<file path="config.mk">
export PLATFORM = sky130hd
export DESIGN_NAME = rf_array
export DESIGN_NICKNAME = d
export VERILOG_FILES = /design/src/rtl/rf_pkg.sv /design/src/rtl/rf_byte_lane.sv /design/src/rtl/rf_array.sv
export SDC_FILE = /design/constraint.sdc
export NUM_CORES = 2
export LEC_CHECK = 0
export BUFFER_PORTS_ARGS = -buffer_cell sky130_fd_sc_hd__buf_2
export CORE_AREA = 8 8 686 350
export DETAILED_ROUTE_END_ITERATION = 10
export DIE_AREA = 0 0 694 358
export GPL_TIMING_DRIVEN = 1
export PLACE_DENSITY_LB_ADDON = 0.2
export SLEW_MARGIN = 15
export SYNTH_ARGS = -nofsm -noshare
export SYNTH_HDL_FRONTEND = slang
export SYNTH_SLANG_ARGS = --single-unit
</file>
<file path="constraint.sdc">
create_clock -name rd_clk -period 2.4 [get_ports rd_clk]
set_input_delay 0.24 -clock rd_clk [delete_from_list [all_inputs] [get_ports rd_clk]]
set_output_delay 0.24 -clock rd_clk [all_outputs]
set_load 0.005 [all_outputs]
</file>
<file path="src/rtl/rf_pkg.sv">
package rf_pkg;

  //////////////////////////////////////////////////
  // register file geometry
  //////////////////////////////////////////////////

  // number of entries in the array
  localparam int RF_ENTRIES = 16;

  // entry address width
  localparam int RF_ADDR_W  = 4;

  // width of one entry
  localparam int RF_DATA_W  = 160;

  // one byte enable per 8-bit column
  localparam int RF_BYTES   = 20;

  // word enable k covers every bit whose index mod 4 is k
  localparam int RF_WORDS   = 4;

  //////////////////////////////////////////////////
  // types
  //////////////////////////////////////////////////

  // entry address
  typedef logic [RF_ADDR_W-1:0] rf_addr_t;

  // one entry of data, also used as a per-bit write mask
  typedef logic [RF_DATA_W-1:0] rf_data_t;

  // byte enables, bit j covers bits 8j..8j+7
  typedef logic [RF_BYTES-1:0]  rf_byte_wen_t;

  // word enables, interleaved inside each byte
  typedef logic [RF_WORDS-1:0]  rf_word_wen_t;

  // data or mask of one byte lane
  typedef logic [7:0]           rf_lane_t;

endpackage

</file>
<file path="src/rtl/rf_byte_lane.sv">
module rf_byte_lane import rf_pkg::*;
(
  input  logic     rd_clk,

  // write side, already captured by the write port
  input  rf_addr_t wr_adr,
  input  rf_lane_t wr_data,
  input  rf_lane_t wr_mask,

  // read side, address from the read port
  input  rf_addr_t rd_adr,
  output rf_lane_t rd_data
);

  localparam int LANE_W = $bits(rf_lane_t);

  //////////////////////////////////////////////////
  // storage for one 8-bit column
  //////////////////////////////////////////////////

  // contents are not cleared by reset
  rf_lane_t mem [RF_ENTRIES];

  // only the masked bits of the addressed entry change
  always_ff @(posedge rd_clk)
  begin
    for (int i = 0; i < LANE_W; i++)
    begin
      if (wr_mask[i])
      begin
        mem[wr_adr][i] <= wr_data[i];
      end
    end
  end

  //////////////////////////////////////////////////
  // read
  //////////////////////////////////////////////////

  // combinational read, a write in the same cycle shows up only
  // after the clock edge that commits it
  assign rd_data = mem[rd_adr];

endmodule

</file>
<file path="src/rtl/rf_array.sv">
module rf_array import rf_pkg::*;
#(
  parameter int NUM_LANES = RF_BYTES
)
(
  input  logic     rd_clk,

  input  rf_addr_t wr_adr,
  input  rf_data_t wr_data,
  input  rf_data_t wr_bit_mask,

  input  rf_addr_t rd_adr,
  output rf_data_t rd_raw
);

  localparam int LANE_W = $bits(rf_lane_t);

  // read data coming back from each column
  rf_lane_t lane_rd [NUM_LANES];

  //////////////////////////////////////////////////
  // byte-sliced columns
  //////////////////////////////////////////////////

  // lane l holds bits 8l..8l+7 of every entry
  for (genvar l = 0; l < NUM_LANES; l++)
  begin : g_lane
    rf_byte_lane rf_byte_lane_i
    (
      .rd_clk  (rd_clk),
      .wr_adr  (wr_adr),
      .wr_data (wr_data[l*LANE_W +: LANE_W]),
      .wr_mask (wr_bit_mask[l*LANE_W +: LANE_W]),
      .rd_adr  (rd_adr),
      .rd_data (lane_rd[l])
    );
  end

  // put the columns back together into one entry
  // bits above the last lane read as zero
  always_comb
  begin
    rd_raw = '0;
    for (int l = 0; l < NUM_LANES; l++)
    begin
      rd_raw[l*LANE_W +: LANE_W] = lane_rd[l];
    end
  end

endmodule

</file>
After elaboration in Yosys (flattened, before gate mapping):

Memories as Yosys holds them, arrays and structs flattened.
Index checks and enable logic that the tools add are counted.

* logic and storage cells: 340
* memories: 20
* input port bits: 329
* bits in registers: 0
* bits in writable memories: 2560
* output and inout port bits: 160

* multiplexer cells: 320

Memory list
* g_lane[0].rf_byte_lane_i.mem: depth 16, bits a word 8, read ports 1, clocked after Yosys merged registers in 0, wr ports 1, line rf_byte_lane.sv:22 `rf_lane_t mem [RF_ENTRIES];`
* g_lane[10].rf_byte_lane_i.mem: depth 16, bits a word 8, read ports 1, clocked after Yosys merged registers in 0, wr ports 1, line rf_byte_lane.sv:22
* g_lane[11].rf_byte_lane_i.mem: depth 16, bits a word 8, read ports 1, clocked after Yosys merged registers in 0, wr ports 1, line rf_byte_lane.sv:22
* g_lane[12].rf_byte_lane_i.mem: depth 16, bits a word 8, read ports 1, clocked after Yosys merged registers in 0, wr ports 1, line rf_byte_lane.sv:22
* g_lane[13].rf_byte_lane_i.mem: depth 16, bits a word 8, read ports 1, clocked after Yosys merged registers in 0, wr ports 1, line rf_byte_lane.sv:22
* g_lane[14].rf_byte_lane_i.mem: depth 16, bits a word 8, read ports 1, clocked after Yosys merged registers in 0, wr ports 1, line rf_byte_lane.sv:22
* +14 memories

Operators with widths (count)
* two-way mux 1 bit: 320

Depth between registers and ports, before layout:

* depth after elaboration: 2
* depth in mapped cells: 9
* depth with buffers taken out: 4

By module:

Synthesis repeated with hierarchy kept, for this count alone.

* cell total of the unflattened synthesis: 7120
* area total of the unflattened synthesis: 116211.5 um2

Modules (own cells, without submodules)
* rf_byte_lane: cells an instance 356, sequential area each 3843.7 um2, times used 20, area each 5810.6 um2

Least setup slack after synthesis:

Ideal clock, no wire load.

* path kind: input to output
* start point: input port rd_adr[1]
* end point: output port rd_raw[38]
* buffers on the path: 3
* stages: 5
* slack: 0.395 ns
* data arrival time: 1.765 ns
* data required time: 2.160 ns
* cell sequence: buf_4 buf_4 buf_1 mux4_2 mux4_2

* word-level cells in the longest chain between the ends: 1

RTL lines
* from (decl): line rf_array.sv:12 `input rf_addr_t rd_adr,`
* memory (16 x 8 bit)
* to (decl): line rf_array.sv:13 `output rf_data_t rd_raw`

Every way passes these cells.

Worst setup path after layout:

* start point: memory g_lane[18].rf_byte_lane_i.mem[5][0] (netlist name)
* end point: output port rd_raw[144]

* word-level cells in the longest chain between the ends: 1

RTL lines (line)
* from (decl): rf_byte_lane.sv:22
* memory (16 x 8 bit)

Every way passes these cells.

==> results.py <==
metrics = {
    "global_route": {
        "track_usage_pct": 23.5,
        "grt_max_degree": 69,
        "grt_pass1_vias": 63200,
        "grt_antenna_before_repair": 44,
        "grt.overflow.total": 0,
        "grt_pass1_wl_mm": 436,
    },
    "floorplanning": {
        "die_w_um": 694,
        "die-area_um2": 248000,
        "core_um2": 230000,
        "die_y_um": 358,
        "io_pins": 489,
        "initial_utilization_pct": 49.6,
        "num_rows": 125,
    },
    "detailed_routing": {
        "met1Wirelength_mm": 129,
        "drtIter0Drc": 6870,
        "first_pass_iters": 5,
        "routed.top_layer": "met5",
        "dr_wl_met2_mm": 142,
        "antenna_left": 0,
        "route.met3.wl_mm": 21.2,
        "drcViolationCount": 0,
        "vias": 62300,
        "routed_wl_mm": 297,
        "vias_per_cell": 5.71,
        "wl_per_cell_um": 27.2,
    },
    "cells_and_area": {
        "regMostFlops": "g_lane.rf_byte_lane_i.mem",
        "final_cell_area_um2": 134000,
        "largestRegisters": "g_lane.rf_byte_lane_i.mem (2560)",
        "areaGrowthSynthToFinish_pct": 17.1,
        "largest_reg_flops": 2560,
        "fin_util_pct": 58.2,
        "stdcell_count": 10900,
        "fill_cells": 17300,
        "final_nets": 7936,
        "drive_gt1_share_pct": 26.0,
    },
    "logic_synthesis": {
        "synth_area_per_cell_um2": 16.6,
        "yosysTopAreaCell": "edfxtp_1",
        "synth-seq-cells": 2560,
        "ys_types": 21,
        "synth_area_leaders": "edfxtp_1, and2_1, mux4_2, clkbuf_1, mux2i_1",
        "synth_top_area_share_pct": 67.2,
        "syn_inst": 6884,
        "synth_area_um2": 114000,
        "synth.net_count": 7213,
        "seq_area_frac_synth_pct": 67.2,
        "yosysWarnings": 0,
    },
    "clock_tree": {
        "cts_tree": "yes",
        "numCtsBuffers": 231,
        "path_clk_slew_ns": 0.07,
        "post_cts_buffers": 0,
        "cts-htree-levels": 4,
        "cts-root-buf": "clkbuf_16",
        "clk_path_buf_depth": 4,
        "cts.sinks": 2560,
    },
    "setup_path": {
        "startpoint_type": "flop",
        "worst_setup_path_end_kind": "primary output",
        "critical_path_class": "reg -> out",
        "worstPathArrival_ns": 2.46,
        "cp.required_ns": 2.16,
        "crit_fanout": 1,
        "crit_path_end": "rd_raw[144]",
        "cp-startpoint": "g_lane[18].rf_byte_lane_i.mem[5][0]$_DFFE_PP_",
    },
    "place": {
        "hpwlAfterDp_mm": 178,
        "dp.cells": 10200,
        "place_area_um2": 122000,
        "port_buffers": 488,
        "gp_congestion": 0.796,
    },
    "outcome": {
        "violations": "setup timing",
        "status": "complete, but fails checks",
    },
    "timing": {
        "rsz0062_at_grt": "true",
        "fin_setup_tns_ns": -22.06,
        "slew_headroom_pct": 54.7,
        "setup_viol": 151,
        "layout_setup_ws_ns": -0.296,
        "tightestPinTransition_ns": 0.679,
        "finalCritPeriodShare_pct": 112,
        "fmax_ghz": 0.371,
        "period_minus_slack_ns": 2.70,
        "slew_violations": 0,
        "final_hold_viol_count": 0,
    },
    "min_path": {
        "hold_depth": 4,
        "hp-class": "in -> reg",
    },
    "power_and_ir_drop": {
        "ir_drop_v": 0.000588,
        "p_per_area_nw_per_um2": 698,
        "leakage_uw": 0.0456,
    },
    "job": {
        "max-cap-violations": 0,
    },
}
==> synth_stat cells <==
library cell / instances
a21oi_1: 88
nor2b_1: 79
nand2b_1: 5
buf_4: 49
clkinv_1: 1
o22ai_1: 10
buf_6: 12
nor4_2: 1
buf_2: 79
mux2i_1: 118
a31oi_1: 1
and2_1: 2560
buf_1: 19
clkbuf_1: 482
edfxtp_1: 2560
nor3_2: 6
nor2_1: 9
mux4_2: 691
nand2_1: 15
o221ai_1: 20
a211oi_1: 79
==> cell families after synthesis <==
group | count (synthesis) | synth area share, %
AO/OA/AOI/OAI | 198 | 1.12
buffers and inverters | 642 | 2.43
flip-flops | 2560 | 67.2
multiplexers | 809 | 14.6
AND/OR/NAND/NOR | 2675 | 14.6
==> report_power, final <==
| part | total [uW] | leakage, uW | internal [uW] | switching, uW |
|---|---|---|---|---|
| combinational | 7640 | 0.0191 | 3440 | 4190 |
| clock | 35600 | 0.00339 | 18900 | 16700 |
| sequential | 50300 | 0.0231 | 50100 | 214 |
| total | 93500 | 0.0456 | 72500 | 21100 |
==> per-layer routing <==
| layer | vias up | GRT usage (%) |
|---|---|---|
| met3 | 368 | 3.71 |
| met4 | 4 | 4.48 |
| met2 | 2289 | 37.8 |
| li1 | 27000 | - |
| met5 | - | 0 |
| met1 | 32600 | 34.5 |
==> cell usage in the layout (no fill, tap or decap), types with 11 or more instances in the layout <==
master         Yosys  final
and2_1          2560   2560
edfxtp_1        2560   2560
mux4_2           691    691
buf_2             79    433
dlygate4sd3_1      0    320
clkbuf_16          0    232
buf_4             49    183
buf_12             0    155
mux2i_1          118    103
a211oi_2           0     62
clkbuf_1         482     52
a21oi_2            0     50
clkinv_1           1     44
nor2b_4            0     43
clkinv_2           0     43
buf_6             12     37
nor2b_1           79     36
a21oi_1           88     36
diode_2            0     20
a211oi_1          79     17
nand2_1           15     15
o221ai_1          20     14
clkinvlp_4         0     13
mux2i_2            0     12
bufinv_16          0     11
==> cell type report <==
type	instances	area [um2]	share of cell area, %
Timing Repair Buffer	1131	10300	7.69
Tap cell	3111	3890	2.91
Multi-Input combinational cell	3682	35900	26.8
Sequential cell	2560	76900	57.4
Inverter	1	11.3	0.00840
Antenna cell	20	50.0	0.0374
Clock inverter	125	967	0.722
Clock buffer	284	6000	4.48
==> worst max-delay path, cell delays in order (launching register included) <==
cell and delay, ns:
edfxtp_1 0.41, mux4_2 0.47, mux4_2 0.56, buf_6 0.15
==> how the worst min path moves through the flow <==
stage / slack (ns) / startpoint / end
after floorplan: 0.34 / wr_data[0] / g_lane[0].rf_byte_lane_i.mem[0][0]$_DFFE_PP_
after global placement: 0.62 / wr_data[37] / g_lane[4].rf_byte_lane_i.mem[11][5]$_DFFE_PP_
after detailed placement: 0.63 / wr_data[37] / g_lane[4].rf_byte_lane_i.mem[11][5]$_DFFE_PP_
after CTS: 0.14 / wr_adr[1] / g_lane[10].rf_byte_lane_i.mem[4][2]$_DFFE_PP_
after global routing: 0.17 / wr_adr[1] / g_lane[10].rf_byte_lane_i.mem[4][2]$_DFFE_PP_
final: 0.22 / wr_adr[0] / g_lane[10].rf_byte_lane_i.mem[4][2]$_DFFE_PP_
==> through the flow <==
| step | total power [uW] | setup WS (ns) | hold WS (ns) |
|---|---|---|---|
| 2_1_floorplan | 54700 | 0.395 | 0.339 |
| 3_3_place_gp | 57900 | -0.139 | 0.616 |
| 3_5_place_dp | 58100 | -0.129 | 0.628 |
| 4_1_cts | 94200 | -0.359 | 0.144 |
| 5_1_grt | 96400 | -0.400 | 0.173 |
| 6_report | 93500 | -0.296 | 0.223 |
==> repair_timing <==
action	4_1_cts	5_1_grt
pin swaps	83	8
resized for setup	231	70
setup endpoints to repair	160	160
hold endpoints to repair	5120	0
hold buffers	320	0
(Power assumes the default switching activity.)
