<file path="src/rtl/rf_pkg.sv">
package rf_pkg;

  //////////////////////////////////////////////////
  // register file geometry
  //////////////////////////////////////////////////

  // number of entries in the array
  localparam int RF_ENTRIES = 16;

  // entry address width
  localparam int RF_ADDR_W  = 4;

  // width of one entry
  localparam int RF_DATA_W  = 160;

  // one byte enable per 8-bit column
  localparam int RF_BYTES   = 20;

  // word enable k covers every bit whose index mod 4 is k
  localparam int RF_WORDS   = 4;

  //////////////////////////////////////////////////
  // types
  //////////////////////////////////////////////////

  // entry address
  typedef logic [RF_ADDR_W-1:0] rf_addr_t;

  // one entry of data, also used as a per-bit write mask
  typedef logic [RF_DATA_W-1:0] rf_data_t;

  // byte enables, bit j covers bits 8j..8j+7
  typedef logic [RF_BYTES-1:0]  rf_byte_wen_t;

  // word enables, interleaved inside each byte
  typedef logic [RF_WORDS-1:0]  rf_word_wen_t;

  // data or mask of one byte lane
  typedef logic [7:0]           rf_lane_t;

endpackage

</file>
<file path="src/rtl/rf_write_port.sv">
module rf_write_port import rf_pkg::*;
(
  input  logic         rd_clk,
  input  logic         reset_l,

  // write request from the core
  input  logic         wr_en,
  input  rf_addr_t     wr_adr,
  input  rf_data_t     din,
  input  rf_word_wen_t word_wen,
  input  rf_byte_wen_t byte_wen,

  // captured request toward the array
  output rf_addr_t     wr_adr_q,
  output rf_data_t     wr_data_q,
  output rf_data_t     wr_bit_mask
);

  logic         wr_en_q;
  rf_word_wen_t word_wen_q;
  rf_byte_wen_t byte_wen_q;

  //////////////////////////////////////////////////
  // request capture
  //////////////////////////////////////////////////

  // control part of the request
  always_ff @(posedge rd_clk)
  begin
    if (reset_l)
    begin
      wr_en_q  <= 1'b0;
      wr_adr_q <= '0;
    end
    else
    begin
      wr_en_q  <= wr_en;
      wr_adr_q <= wr_adr;
    end
  end

  // data and enables only matter while wr_en_q is set
  always_ff @(posedge rd_clk)
  begin
    wr_data_q  <= din;
    word_wen_q <= word_wen;
    byte_wen_q <= byte_wen;
  end

  //////////////////////////////////////////////////
  // per-bit mask expansion
  //////////////////////////////////////////////////

  // bit b is written when word enable (b mod 4) and byte enable (b div 8)
  // are both set, so the word enables repeat twice inside every byte
  always_comb
  begin
    for (int b = 0; b < RF_DATA_W; b++)
    begin
      wr_bit_mask[b] = wr_en_q
                     & word_wen_q[b % RF_WORDS]
                     & byte_wen_q[b / 8];
    end
  end

endmodule

</file>
<file path="config.mk">
export PLATFORM = sky130hd
export DESIGN_NAME = rf_write_port
export DESIGN_NICKNAME = d
export VERILOG_FILES = /design/src/rtl/rf_pkg.sv /design/src/rtl/rf_write_port.sv
export SDC_FILE = /design/constraint.sdc
export NUM_CORES = 1
export LEC_CHECK = 0
export ABC_AREA = 1
export ABC_CLOCK_PERIOD_IN_PS = 1100
export BUFFER_PORTS_ARGS = -buffer_cell sky130_fd_sc_hd__buf_4
export CAP_MARGIN = 15
export CORE_AREA = 4 4 198 200
export CTS_BUF_LIST = sky130_fd_sc_hd__clkbuf_4 sky130_fd_sc_hd__clkbuf_8 sky130_fd_sc_hd__clkbuf_16
export CTS_CLUSTER_DIAMETER = 120
export DETAILED_ROUTE_END_ITERATION = 8
export DIE_AREA = 0 0 202 204
export SYNTH_ARGS = -nofsm -noshare
export SYNTH_HDL_FRONTEND = slang
export SYNTH_SLANG_ARGS = --single-unit
</file>
<file path="constraint.sdc">
create_clock -name rd_clk -period 1.1 [get_ports rd_clk]
set_input_delay 0.11 -clock rd_clk [delete_from_list [all_inputs] [get_ports rd_clk]]
set_output_delay 0.11 -clock rd_clk [all_outputs]
set_load 0.1 [all_outputs]
</file>
; Word-level counts from Yosys, hierarchy flattened
; Cells that the tools add are included.
[word_totals]
output_inout_bits = 324
reg_bits = 189
inputBits = 191
[op_classes]
bitwise_logic = 84
[ops]
columns = op, n
row1 = AND 1 bit, 84

; Depth between registers and ports, before layout
; Gate-level depths: netlist of run 1.
[depth]
word_depth = 2
ltp_mapped = 4

; Least setup slack after synthesis of run 1
; Ideal clock, no wire load.
[synth_path]
path_kind = register to output
from = reg wr_en_q
to = out wr_bit_mask[100]
required_ps = 990
path_stages_with_launch = 5
setup_slack_ps = -1362
t_arrival_ps = 2352
cell_sequence = dfxtp_1 -> nand2_1 -> buf_6 -> nor2_1 -> buf_4
[synth_between]
elab_chain_cells = 2
[synth_rtl]
columns = element, line_no
row1 = start: declaration, rf_write_port.sv:19  ; logic wr_en_q;
row2 = start signal: assignment, rf_write_port.sv:37  ; wr_en_q <= wr_en;
row3 = AND 1 bit (2 in a row), n/a
row4 = end: declaration, rf_write_port.sv:16  ; output rf_data_t wr_bit_mask
; No other way between the ends.

; Final worst setup path of run 1
[layout_path]
from = reg wr_en_q
to = out wr_bit_mask[0]
[layout_between]
elab_chain_cells = 2
[layout_rtl]
columns = element, line_no
row1 = AND 1 bit, rf_write_port.sv:61  ; & word_wen_q[b % RF_WORDS]
row2 = AND 1 bit, rf_write_port.sv:62  ; & byte_wen_q[b / 8];
; No other way between the ends.

==> results.json, run 1 <==
{
  "synth.ff_latch_count": 189,
  "fin_nets": 1238,
  "critical_path.endpoint_type": "output pin",
  "hold_path.class": "in2reg",
  "first_global_vias": 5894,
  "final_critical_delay_including_setup_and_external_delays_ns": 1.64,
  "synth.yosys.seq_area_share_pct": 77.2,
  "grt_overflow_total": 0,
  "placed_cells": 1336,
  "post-dp-hpwl_um": 19500,
  "drt_pre_antenna_iters": 4,
  "die-area_mm2": 0.0412,
  "postSynthCellCount": 391,
  "final_layout_size_suffix_gt1_share_pct": 76.8,
  "initial_antenna_violation_count": 3,
  "worst-setup-path-type": "reg2out",
  "synthesis.nets": 582,
  "hold_violations": 0,
  "detail_route.wl_per_cell_um": 19.8,
  "layout_worst_path_cycle_share_pct": 149,
  "synth_largest_type_area_fraction_pct": 77.2,
  "cts_sinks": 189,
  "cts-buffers-inserted": 17,
  "slew_violations": 0,
  "synth_most_common_cell": "sky130_fd_sc_hd__dfxtp_1",
  "clk_pin_slew_worst_paths_ns": 0.08,
  "fp.coreArea_mm2": 0.0374,
  "synth_top_area_cell": "sky130_fd_sc_hd__dfxtp_1",
  "dieHeight_um": 204,
  "drt_first_iter_violations": 89,
  "power.density_mw_per_mm2": 1310,
  "post_synth_most_frequent_cells": "sky130_fd_sc_hd__dfxtp_1 (189), sky130_fd_sc_hd__nor2_1 (85), sky130_fd_sc_hd__buf_4 (80)",
  "failed_checks": "setup timing",
  "layout_setup_ws_ns": -0.542,
  "synth_enable_flop_cells": 0,
  "seq_area_mm2": 0.00401,
  "drt.antenna.violating_nets": 0,
  "io-pin-count": 515,
  "pin_count_of_the_biggest_net_entering_global_routing": 19,
  "total_routed_wirelength_um": 31100,
  "drc_violations_left": 0,
  "htreeDepth": 4,
  "timing.critical_path.arrival_ns": 1.53,
  "nFillCells": 3148,
  "final_core_util_pct": 43.8,
  "mappedNetlistArea_mm2": 0.00490,
  "non_filler_instance_count_after_layout": 1573,
  "clock_path_buffers": 2,
  "rsz0062_at_grt": "yes",
  "grt_use_total_pct": 12.7,
  "setup_viol_count_final": 172,
  "die-width_um": 202,
  "syn_to_final_growth_pct": 234,
  "path_max_fanout": 7,
  "synth.top_cells.by_area": "sky130_fd_sc_hd__dfxtp_1 (77%), sky130_fd_sc_hd__buf_4 (12%), sky130_fd_sc_hd__nor2_1 (6.5%)",
  "synth_async_sr_flop_share_pct": 0,
  "yosys_warnings": 0,
  "report.power.total_mw": 21.4,
  "netlist-cell-type-count": 6,
  "peakVddDrop_mv": 1.05,
  "portBuffers": 514,
  "timing_worst_slew_pin_value_ns": 0.420,
  "synthesis.area_per_instance_um2": 12.5,
  "grt_first_pass_wirelength_um": 39000,
  "timing.setup.tns_ns": -76.80,
  "multi_input_comb_area_um2": 952,
  "maxCapViolCount": 0,
  "row_count": 71,
  "maxSlewHeadroom_pct": 72.0,
  "maximum_frequency_from_static_timing_analysis_mhz": 609,
  "initial_standard_cell_utilization_of_the_core_pct": 13.1,
  "finalWeightedCongestion": 0.810,
  "drt-vias-per-instance": 3.36,
  "run_status": "finished with violations",
  "cellLeakagePower_nw": 6.97,
  "start_kind": "flip-flop",
  "dr_total_vias": 5280,
  "cts_tree": "built",
  "cts-root-buf": "sky130_fd_sc_hd__clkbuf_16",
  "worst_ep_required_time_ns": 0.99,
  "ys_dominant_reg_cell": "sky130_fd_sc_hd__dfxtp_1"
}
[cell families after synthesis]
logic type             count (synthesis)  share of synthesized area, %
and+or+nand+nor                       89                          6.81
buffers and inverters                113                          16.0
DFF                                  189                          77.2
[final cells by class]
| class | count | area share, % |
|---|---|---|
| diodes | 2 | 0.0305 |
| clock buffers | 20 | 2.77 |
| clock inverters | 12 | 1.03 |
| inverters | 25 | 0.572 |
| multi-input cells | 89 | 5.81 |
| flip-flops and latches | 189 | 24.4 |
| well taps | 511 | 3.90 |
| repair buffers | 725 | 61.5 |
[power breakdown]
part           switching [mW]  leakage [nW]  internal, mW
combinational            4.44          5.06          2.76
sequential              0.311          1.60          7.27
clock                    3.05         0.306          3.59
[cells in the final DEF, fill, tap and decap left out, drive strengths merged]
| cell | synthesis | layout |
|---|---|---|
| clkinvlp | 0 | 1 |
| clkbuf | 0 | 21 |
| clkinv | 0 | 2 |
| inv | 25 | 32 |
| buf | 88 | 530 |
| nand2 | 4 | 4 |
| bufinv | 0 | 2 |
| diode | 0 | 2 |
| nor2 | 85 | 85 |
| dlygate4sd3 | 0 | 194 |
| dfxtp | 189 | 189 |
[critical path: stages (launching register included)]
cell                      delay (ns)
sky130_fd_sc_hd__dfxtp_4        0.39
sky130_fd_sc_hd__nand2_4        0.08
sky130_fd_sc_hd__buf_12         0.17
sky130_fd_sc_hd__nor2_4         0.16
sky130_fd_sc_hd__buf_6          0.12
sky130_fd_sc_hd__buf_12         0.16
[routing by layer]
metal  track usage (%)  routed length [um]  part of all wire, %
met5                 0                  26                0.084
met4              4.74                 791                  2.5
met3              5.03                2380                  7.7
met2              24.2               18100                   58
met1              12.4                9820                   32
[path summary, 6_finish.rpt]
check | to | startpoint | slack (ns) | cells past startpoint
worst min-delay path | byte_wen_q[15] | byte_wen[15] | 0.30 | 2
worst max-delay path | wr_bit_mask[0] | wr_en_q | -0.54 | 5
[through the flow]
| step | area, um2 | setup WS, ns | hold WS (ns) |
|---|---|---|---|
| 2_1_floorplan | 6220 | -0.500 | 0.138 |
| 3_3_place_gp | 9470 | -0.114 | 0.215 |
| 3_5_place_dp | 9470 | -0.129 | 0.215 |
| 4_1_cts | 13900 | -0.567 | 0.262 |
| 5_1_grt | 16400 | -0.615 | 0.277 |
| 6_report | 16400 | -0.542 | 0.297 |
[state kept, by name (all words and copies together) (netlist names)]
signal      cells
byte_wen_q     20
word_wen_q      4
wr_adr_q        4
wr_data_q     160
wr_en_q         1
[what timing repair did]
item | in CTS | in global routing
resized for setup | 434 | 710
gates cloned | 0 | 1
pin swaps | 18 | 9
hold buffers | 194 | 0
setup buffers | 7 | 1
setup endpoints to repair | 324 | 326
hold endpoints to repair | 189 | 0
Power figures use the tool's default switching activity.
==> inputs of run 2 (changes only) <==
- RECOVER_POWER: not set -> 25
==> run 2 against run 1 <==
Critical path type unchanged; core utilization unchanged; sequential power about the same; via count increased by 0.30%; global-route usage unchanged; worst hold slack improved by 0.016 ns; final area unchanged; fmax about the same; flip-flop and latch count unchanged; the flow still finishes with violations (setup timing); final cell count unchanged.
==> results.json, run 2 (synthesis results as in run 1) <==
{
  "total_routed_wirelength_um": 31000,
  "initial_antenna_violation_count": 3,
  "timing.critical_path.arrival_ns": 1.53,
  "grt_first_pass_wirelength_um": 39000,
  "largest_register_ff_count": 160,
  "drt-vias-per-instance": 3.37,
  "drt_first_iter_violations": 91,
  "cp.buffers_inverters": 3,
  "setup_viol_count_final": 171,
  "power.switching_fraction_pct": 36.4,
  "final_core_util_pct": 43.8,
  "slew_violations": 0,
  "critical_path.most_common_cell": "sky130_fd_sc_hd__buf_12",
  "rsz0062_at_grt": "yes",
  "dieHeight_um": 204,
  "peakVddDrop_mv": 1.05,
  "timing_worst_slew_pin_value_ns": 0.419,
  "maximum_frequency_from_static_timing_analysis_mhz": 609,
  "finalWeightedCongestion": 0.810,
  "post-dp-hpwl_um": 19500,
  "htreeDepth": 4,
  "path_cells": "nand2_4 -> buf_12 -> nor2_4 -> buf_6 -> buf_12",
  "placed_cells": 1336,
  "clock_path_buffers": 2,
  "placement.setup.worst_slack_ns": -0.129,
  "die-area_mm2": 0.0412,
  "cts-root-buf": "sky130_fd_sc_hd__clkbuf_16",
  "maxSlewHeadroom_pct": 72.0,
  "initial_standard_cell_utilization_of_the_core_pct": 13.1,
  "power.switching_mw": 7.80,
  "power.share.sequential_pct": 35.4,
  "final_layout_size_suffix_gt1_share_pct": 76.8,
  "fin_nets": 1238,
  "die-width_um": 202,
  "drt_pre_antenna_iters": 4,
  "dr_total_vias": 5296,
  "worst_ep_required_time_ns": 0.99,
  "critical-path-slowest-cell": "sky130_fd_sc_hd__dfxtp_4",
  "layout_worst_path_cycle_share_pct": 149,
  "final_critical_delay_including_setup_and_external_delays_ns": 1.64,
  "critical_path.endpoint_type": "output pin",
  "hold_violations": 0,
  "syn_to_final_growth_pct": 234,
  "layout_setup_ws_ns": -0.542,
  "path_max_fanout": 7,
  "hold_path.class": "in2reg",
  "grt_use_total_pct": 12.7,
  "placed_area_mm2": 0.00947,
  "timing.critical_path.max_delay_family": "buffers and inverters",
  "mostFrequentLayoutCell": "sky130_fd_sc_hd__buf_12",
  "clk_pin_slew_worst_paths_ns": 0.08,
  "power.share.clock_pct": 31.0,
  "pin_count_of_the_biggest_net_entering_global_routing": 19,
  "cts_sinks": 189,
  "layout_top_registers": "wr_data_q: 160 flops, byte_wen_q: 20 flops",
  "logic_pwr_share_pct": 33.6,
  "cts_tree": "built",
  "first_global_vias": 5894,
  "worst-setup-path-type": "reg2out",
  "start_kind": "flip-flop",
  "run_status": "finished with violations",
  "detail_route.wl_per_cell_um": 19.7,
  "worst_path_largest_cell_delay_ns": 0.39,
  "most_used_layer_global_route": "met2",
  "power.density_mw_per_mm2": 1310,
  "grt_overflow_total": 0,
  "maxCapViolCount": 0,
  "row_count": 71,
  "portBuffers": 514,
  "cts-buffers-inserted": 17,
  "fp.coreArea_mm2": 0.0374,
  "area_of_all_placed_cells_without_fillers_mm2": 0.0164,
  "io-pin-count": 515,
  "met3_usage_pct": 5.03,
  "drc_violations_left": 0,
  "design_internal_power_mw": 13.6,
  "layout_common_cells": "sky130_fd_sc_hd__buf_12 (326), sky130_fd_sc_hd__dlygate4sd3_1 (194), sky130_fd_sc_hd__dfxtp_2 (160)",
  "grtUsageMet1_pct": 12.4,
  "failed_checks": "setup timing",
  "cellLeakagePower_nw": 6.96,
  "worst_hold_slack_ns": 0.313,
  "non_filler_instance_count_after_layout": 1573,
  "grt_use_met2_pct": 24.2,
  "max_flop_register": "wr_data_q",
  "drt.antenna.violating_nets": 0
}
## run 2: worst paths after layout
check      from             end  slack (ns)  cells past startpoint
max     wr_en_q  wr_bit_mask[0]       -0.54                      5
min    din[123]  wr_data_q[123]        0.31                      2
## run 2: power groups by stage
stage / Combinational, mW / Sequential [mW] / Clock (mW)
final: 7.19 / 7.59 / 6.64
after global routing: 7.33 / 7.62 / 7.12
after CTS: 6.27 / 7.33 / 6.77
after detailed placement: 5.27 / 7.49 / 0
after global placement: 5.25 / 7.48 / 0
after floorplan: 1.75 / 9.79 / 0
## run 2: metrics by stage
step	TNS (ns)	power, mW
floorplan	-43.41	11.5
global placement	-9.96	12.7
detailed placement	-12.05	12.8
CTS	-97.04	20.4
global route	-90.53	22.1
finish	-76.79	21.4
## run 2: routing by layer
| metal | part of all wire (%) | vias to the layer above |
|---|---|---|
| li1 | - | 2405 |
| met2 | 58 | 315 |
| met1 | 32 | 2527 |
| met4 | 2.6 | 4 |
| met3 | 7.7 | 45 |
| met5 | 0.084 | - |
## run 2: timing repair
| item | 4_1_cts | 5_1_grt |
|---|---|---|
| buffers inserted | 7 | 1 |
| pin swaps | 18 | 9 |
| hold buffers | 194 | 0 |
| gates resized for setup | 434 | 710 |
| endpoints found under the hold margin | 189 | 0 |
| setup endpoints to repair | 324 | 326 |
| gates cloned | 0 | 1 |
## run 2: cell type report
class                   count  area [um2]
diodes                      2        5.00
clock buffers              20         454
clock inverters            12         169
fillers                  3148       21000
inverters                  25        93.8
multi-input cells          89         952
flip-flops and latches    189        4010
well taps                 511         639
repair buffers            725       10100
==> inputs of run 3 (changes only) <==
- CORE_AREA: 4 4 198 200 -> 2 2 202 204
- DIE_AREA: 0 0 202 204 -> 0 0 204 206
==> run 3 against run 2 <==
The run still ends with setup timing left; clock-buffer cell count fell by 1; global-route usage increased by 0.27 points; highest routed layer is now met4; fmax fell by 2.7%; die area is 2.0% higher; largest cell class unchanged; sequential share of layout area about the same; routed wire length fell by 7.5%.
==> results.json, run 3 (synthesis results as in run 1) <==
{
  "run_status": "finished with violations",
  "failed_checks": "setup timing",
  "grt_first_pass_wirelength_um": 39200,
  "timing.setup.tns_ns": -79.84,
  "cts-buffers-inserted": 17,
  "maxSlewHeadroom_pct": 69.3,
  "drt.antenna.violating_nets": 0,
  "maxCapViolCount": 0,
  "multi_input_comb_area_um2": 950,
  "grt_use_total_pct": 13.0,
  "power.switching_fraction_pct": 36.2,
  "io-pin-count": 515,
  "timing_worst_slew_pin_value_ns": 0.460,
  "drt_first_iter_violations": 168,
  "cts_tree": "built",
  "htreeDepth": 4,
  "final_critical_delay_including_setup_and_external_delays_ns": 1.69,
  "die-area_mm2": 0.0420,
  "power.switching_mw": 7.72,
  "row_count": 74,
  "report.power.total_mw": 21.3,
  "hold_violations": 0,
  "mostFrequentLayoutCell": "sky130_fd_sc_hd__buf_12",
  "nFillCells": 3505,
  "die-width_um": 204,
  "largest_register_ff_count": 160,
  "total_routed_wirelength_um": 28700,
  "layout_worst_path_cycle_share_pct": 153,
  "layout_setup_ws_ns": -0.588,
  "worst_hold_slack_ns": 0.305,
  "dr_total_vias": 5231,
  "drt_pre_antenna_iters": 4,
  "hold_path.class": "in2reg",
  "worst_hold_path.num_cells": 2,
  "start_kind": "flip-flop",
  "final_core_util_pct": 40.9,
  "first_global_vias": 6016,
  "cellLeakagePower_nw": 6.97,
  "drc_violations_left": 0,
  "rsz0062_at_grt": "yes",
  "clock_path_buffers": 2,
  "grt_overflow_total": 0,
  "pin_count_of_the_biggest_net_entering_global_routing": 19,
  "area_of_all_placed_cells_without_fillers_mm2": 0.0164,
  "initial_standard_cell_utilization_of_the_core_pct": 12.2,
  "power.share.sequential_pct": 35.6,
  "detail_route.wl_per_cell_um": 18.0,
  "dieHeight_um": 206,
  "cts-root-buf": "sky130_fd_sc_hd__clkbuf_16",
  "post-dp-hpwl_um": 17900,
  "path_max_fanout": 15,
  "portBuffers": 514,
  "placement.setup.worst_slack_ns": -0.186,
  "critical_path.endpoint_type": "output pin",
  "power.density_mw_per_mm2": 1300,
  "initial_antenna_violation_count": 2,
  "maximum_frequency_from_static_timing_analysis_mhz": 592,
  "clk_pin_slew_worst_paths_ns": 0.07,
  "syn_to_final_growth_pct": 235,
  "final_layout_size_suffix_gt1_share_pct": 77.0,
  "timing.critical_path.arrival_ns": 1.58,
  "placed_cells": 1357,
  "layout_common_cells": "sky130_fd_sc_hd__buf_12 (320), sky130_fd_sc_hd__dlygate4sd3_1 (194), sky130_fd_sc_hd__dfxtp_2 (156)",
  "logic_pwr_share_pct": 33.5,
  "drt-vias-per-instance": 3.27,
  "setup_viol_count_final": 170,
  "non_filler_instance_count_after_layout": 1598,
  "hold_path_end": "wr_data_q[40]",
  "min_from": "din[40]",
  "peakVddDrop_mv": 1.20,
  "finalWeightedCongestion": 0.779,
  "seq_area_mm2": 0.00402,
  "layout_top_registers": "wr_data_q: 160 flops, byte_wen_q: 20 flops",
  "placed_area_mm2": 0.00947,
  "slew_violations": 0,
  "max_flop_register": "wr_data_q",
  "design_internal_power_mw": 13.6,
  "power.share.clock_pct": 30.9,
  "fp.coreArea_mm2": 0.0402,
  "cts_sinks": 189,
  "worst-setup-path-type": "reg2out",
  "fin_nets": 1242,
  "worst_ep_required_time_ns": 0.99
}
==> run 3: how the worst max path moves through the flow <==
| stage | start | endpoint | slack (ns) | cells after the start |
|---|---|---|---|---|
| finish | wr_en_q | wr_bit_mask[70] | -0.59 | 5 |
| global route | wr_en_q | wr_bit_mask[70] | -0.67 | 5 |
| CTS | wr_en_q | wr_bit_mask[148] | -0.59 | 4 |
| detailed placement | wr_en_q | wr_bit_mask[148] | -0.19 | 4 |
| global placement | wr_en_q | wr_bit_mask[148] | -0.19 | 4 |
| floorplan | wr_en_q | wr_bit_mask[126] | -0.50 | 4 |
==> run 3: power by group through the flow <==
| stage | combinational (mW) | sequential [mW] | clock [mW] |
|---|---|---|---|
| after floorplan | 1.75 | 9.79 | 0 |
| after CTS | 6.99 | 7.57 | 6.82 |
| after global placement | 5.22 | 7.50 | 0 |
| after global routing | 7.30 | 7.61 | 7.13 |
| after detailed placement | 5.23 | 7.50 | 0 |
| final | 7.14 | 7.58 | 6.59 |
==> run 3: worst max-delay path, stage by stage (launching register included) <==
cell                      delay, ns
sky130_fd_sc_hd__dfxtp_4       0.39
sky130_fd_sc_hd__nand2_2       0.08
sky130_fd_sc_hd__buf_12        0.18
sky130_fd_sc_hd__nor2_4        0.15
sky130_fd_sc_hd__buf_4         0.15
sky130_fd_sc_hd__buf_12        0.16
==> run 3: per-layer routing <==
metal | up-vias | part of all wire (%) | track usage (%)
met3 | 42 | 7.9 | 4.78
met5 | - | 0 | 0
met2 | 320 | 57 | 25.3
li1 | 2414 | - | -
met1 | 2455 | 32 | 12.2
met4 | 0 | 3.1 | 4.94
==> run 3: timing repair <==
item | CTS | global route
setup buffers | 11 | 1
resized for setup | 1043 | 105
cloned | 1 | 0
pin swaps | 12 | 21
hold endpoints to repair | 189 | 0
setup endpoints to repair | 324 | 325
hold buffers | 194 | 0
==> run 3: final cells by class <==
type / count / share of cell area, %
Multi-Input combinational cell: 89 / 5.78
Clock inverter: 13 / 1.07
Antenna cell: 2 / 0.0305
Inverter: 25 / 0.571
Sequential cell: 189 / 24.5
Tap cell: 532 / 4.05
Timing Repair Buffer: 729 / 61.3
Clock buffer: 19 / 2.76
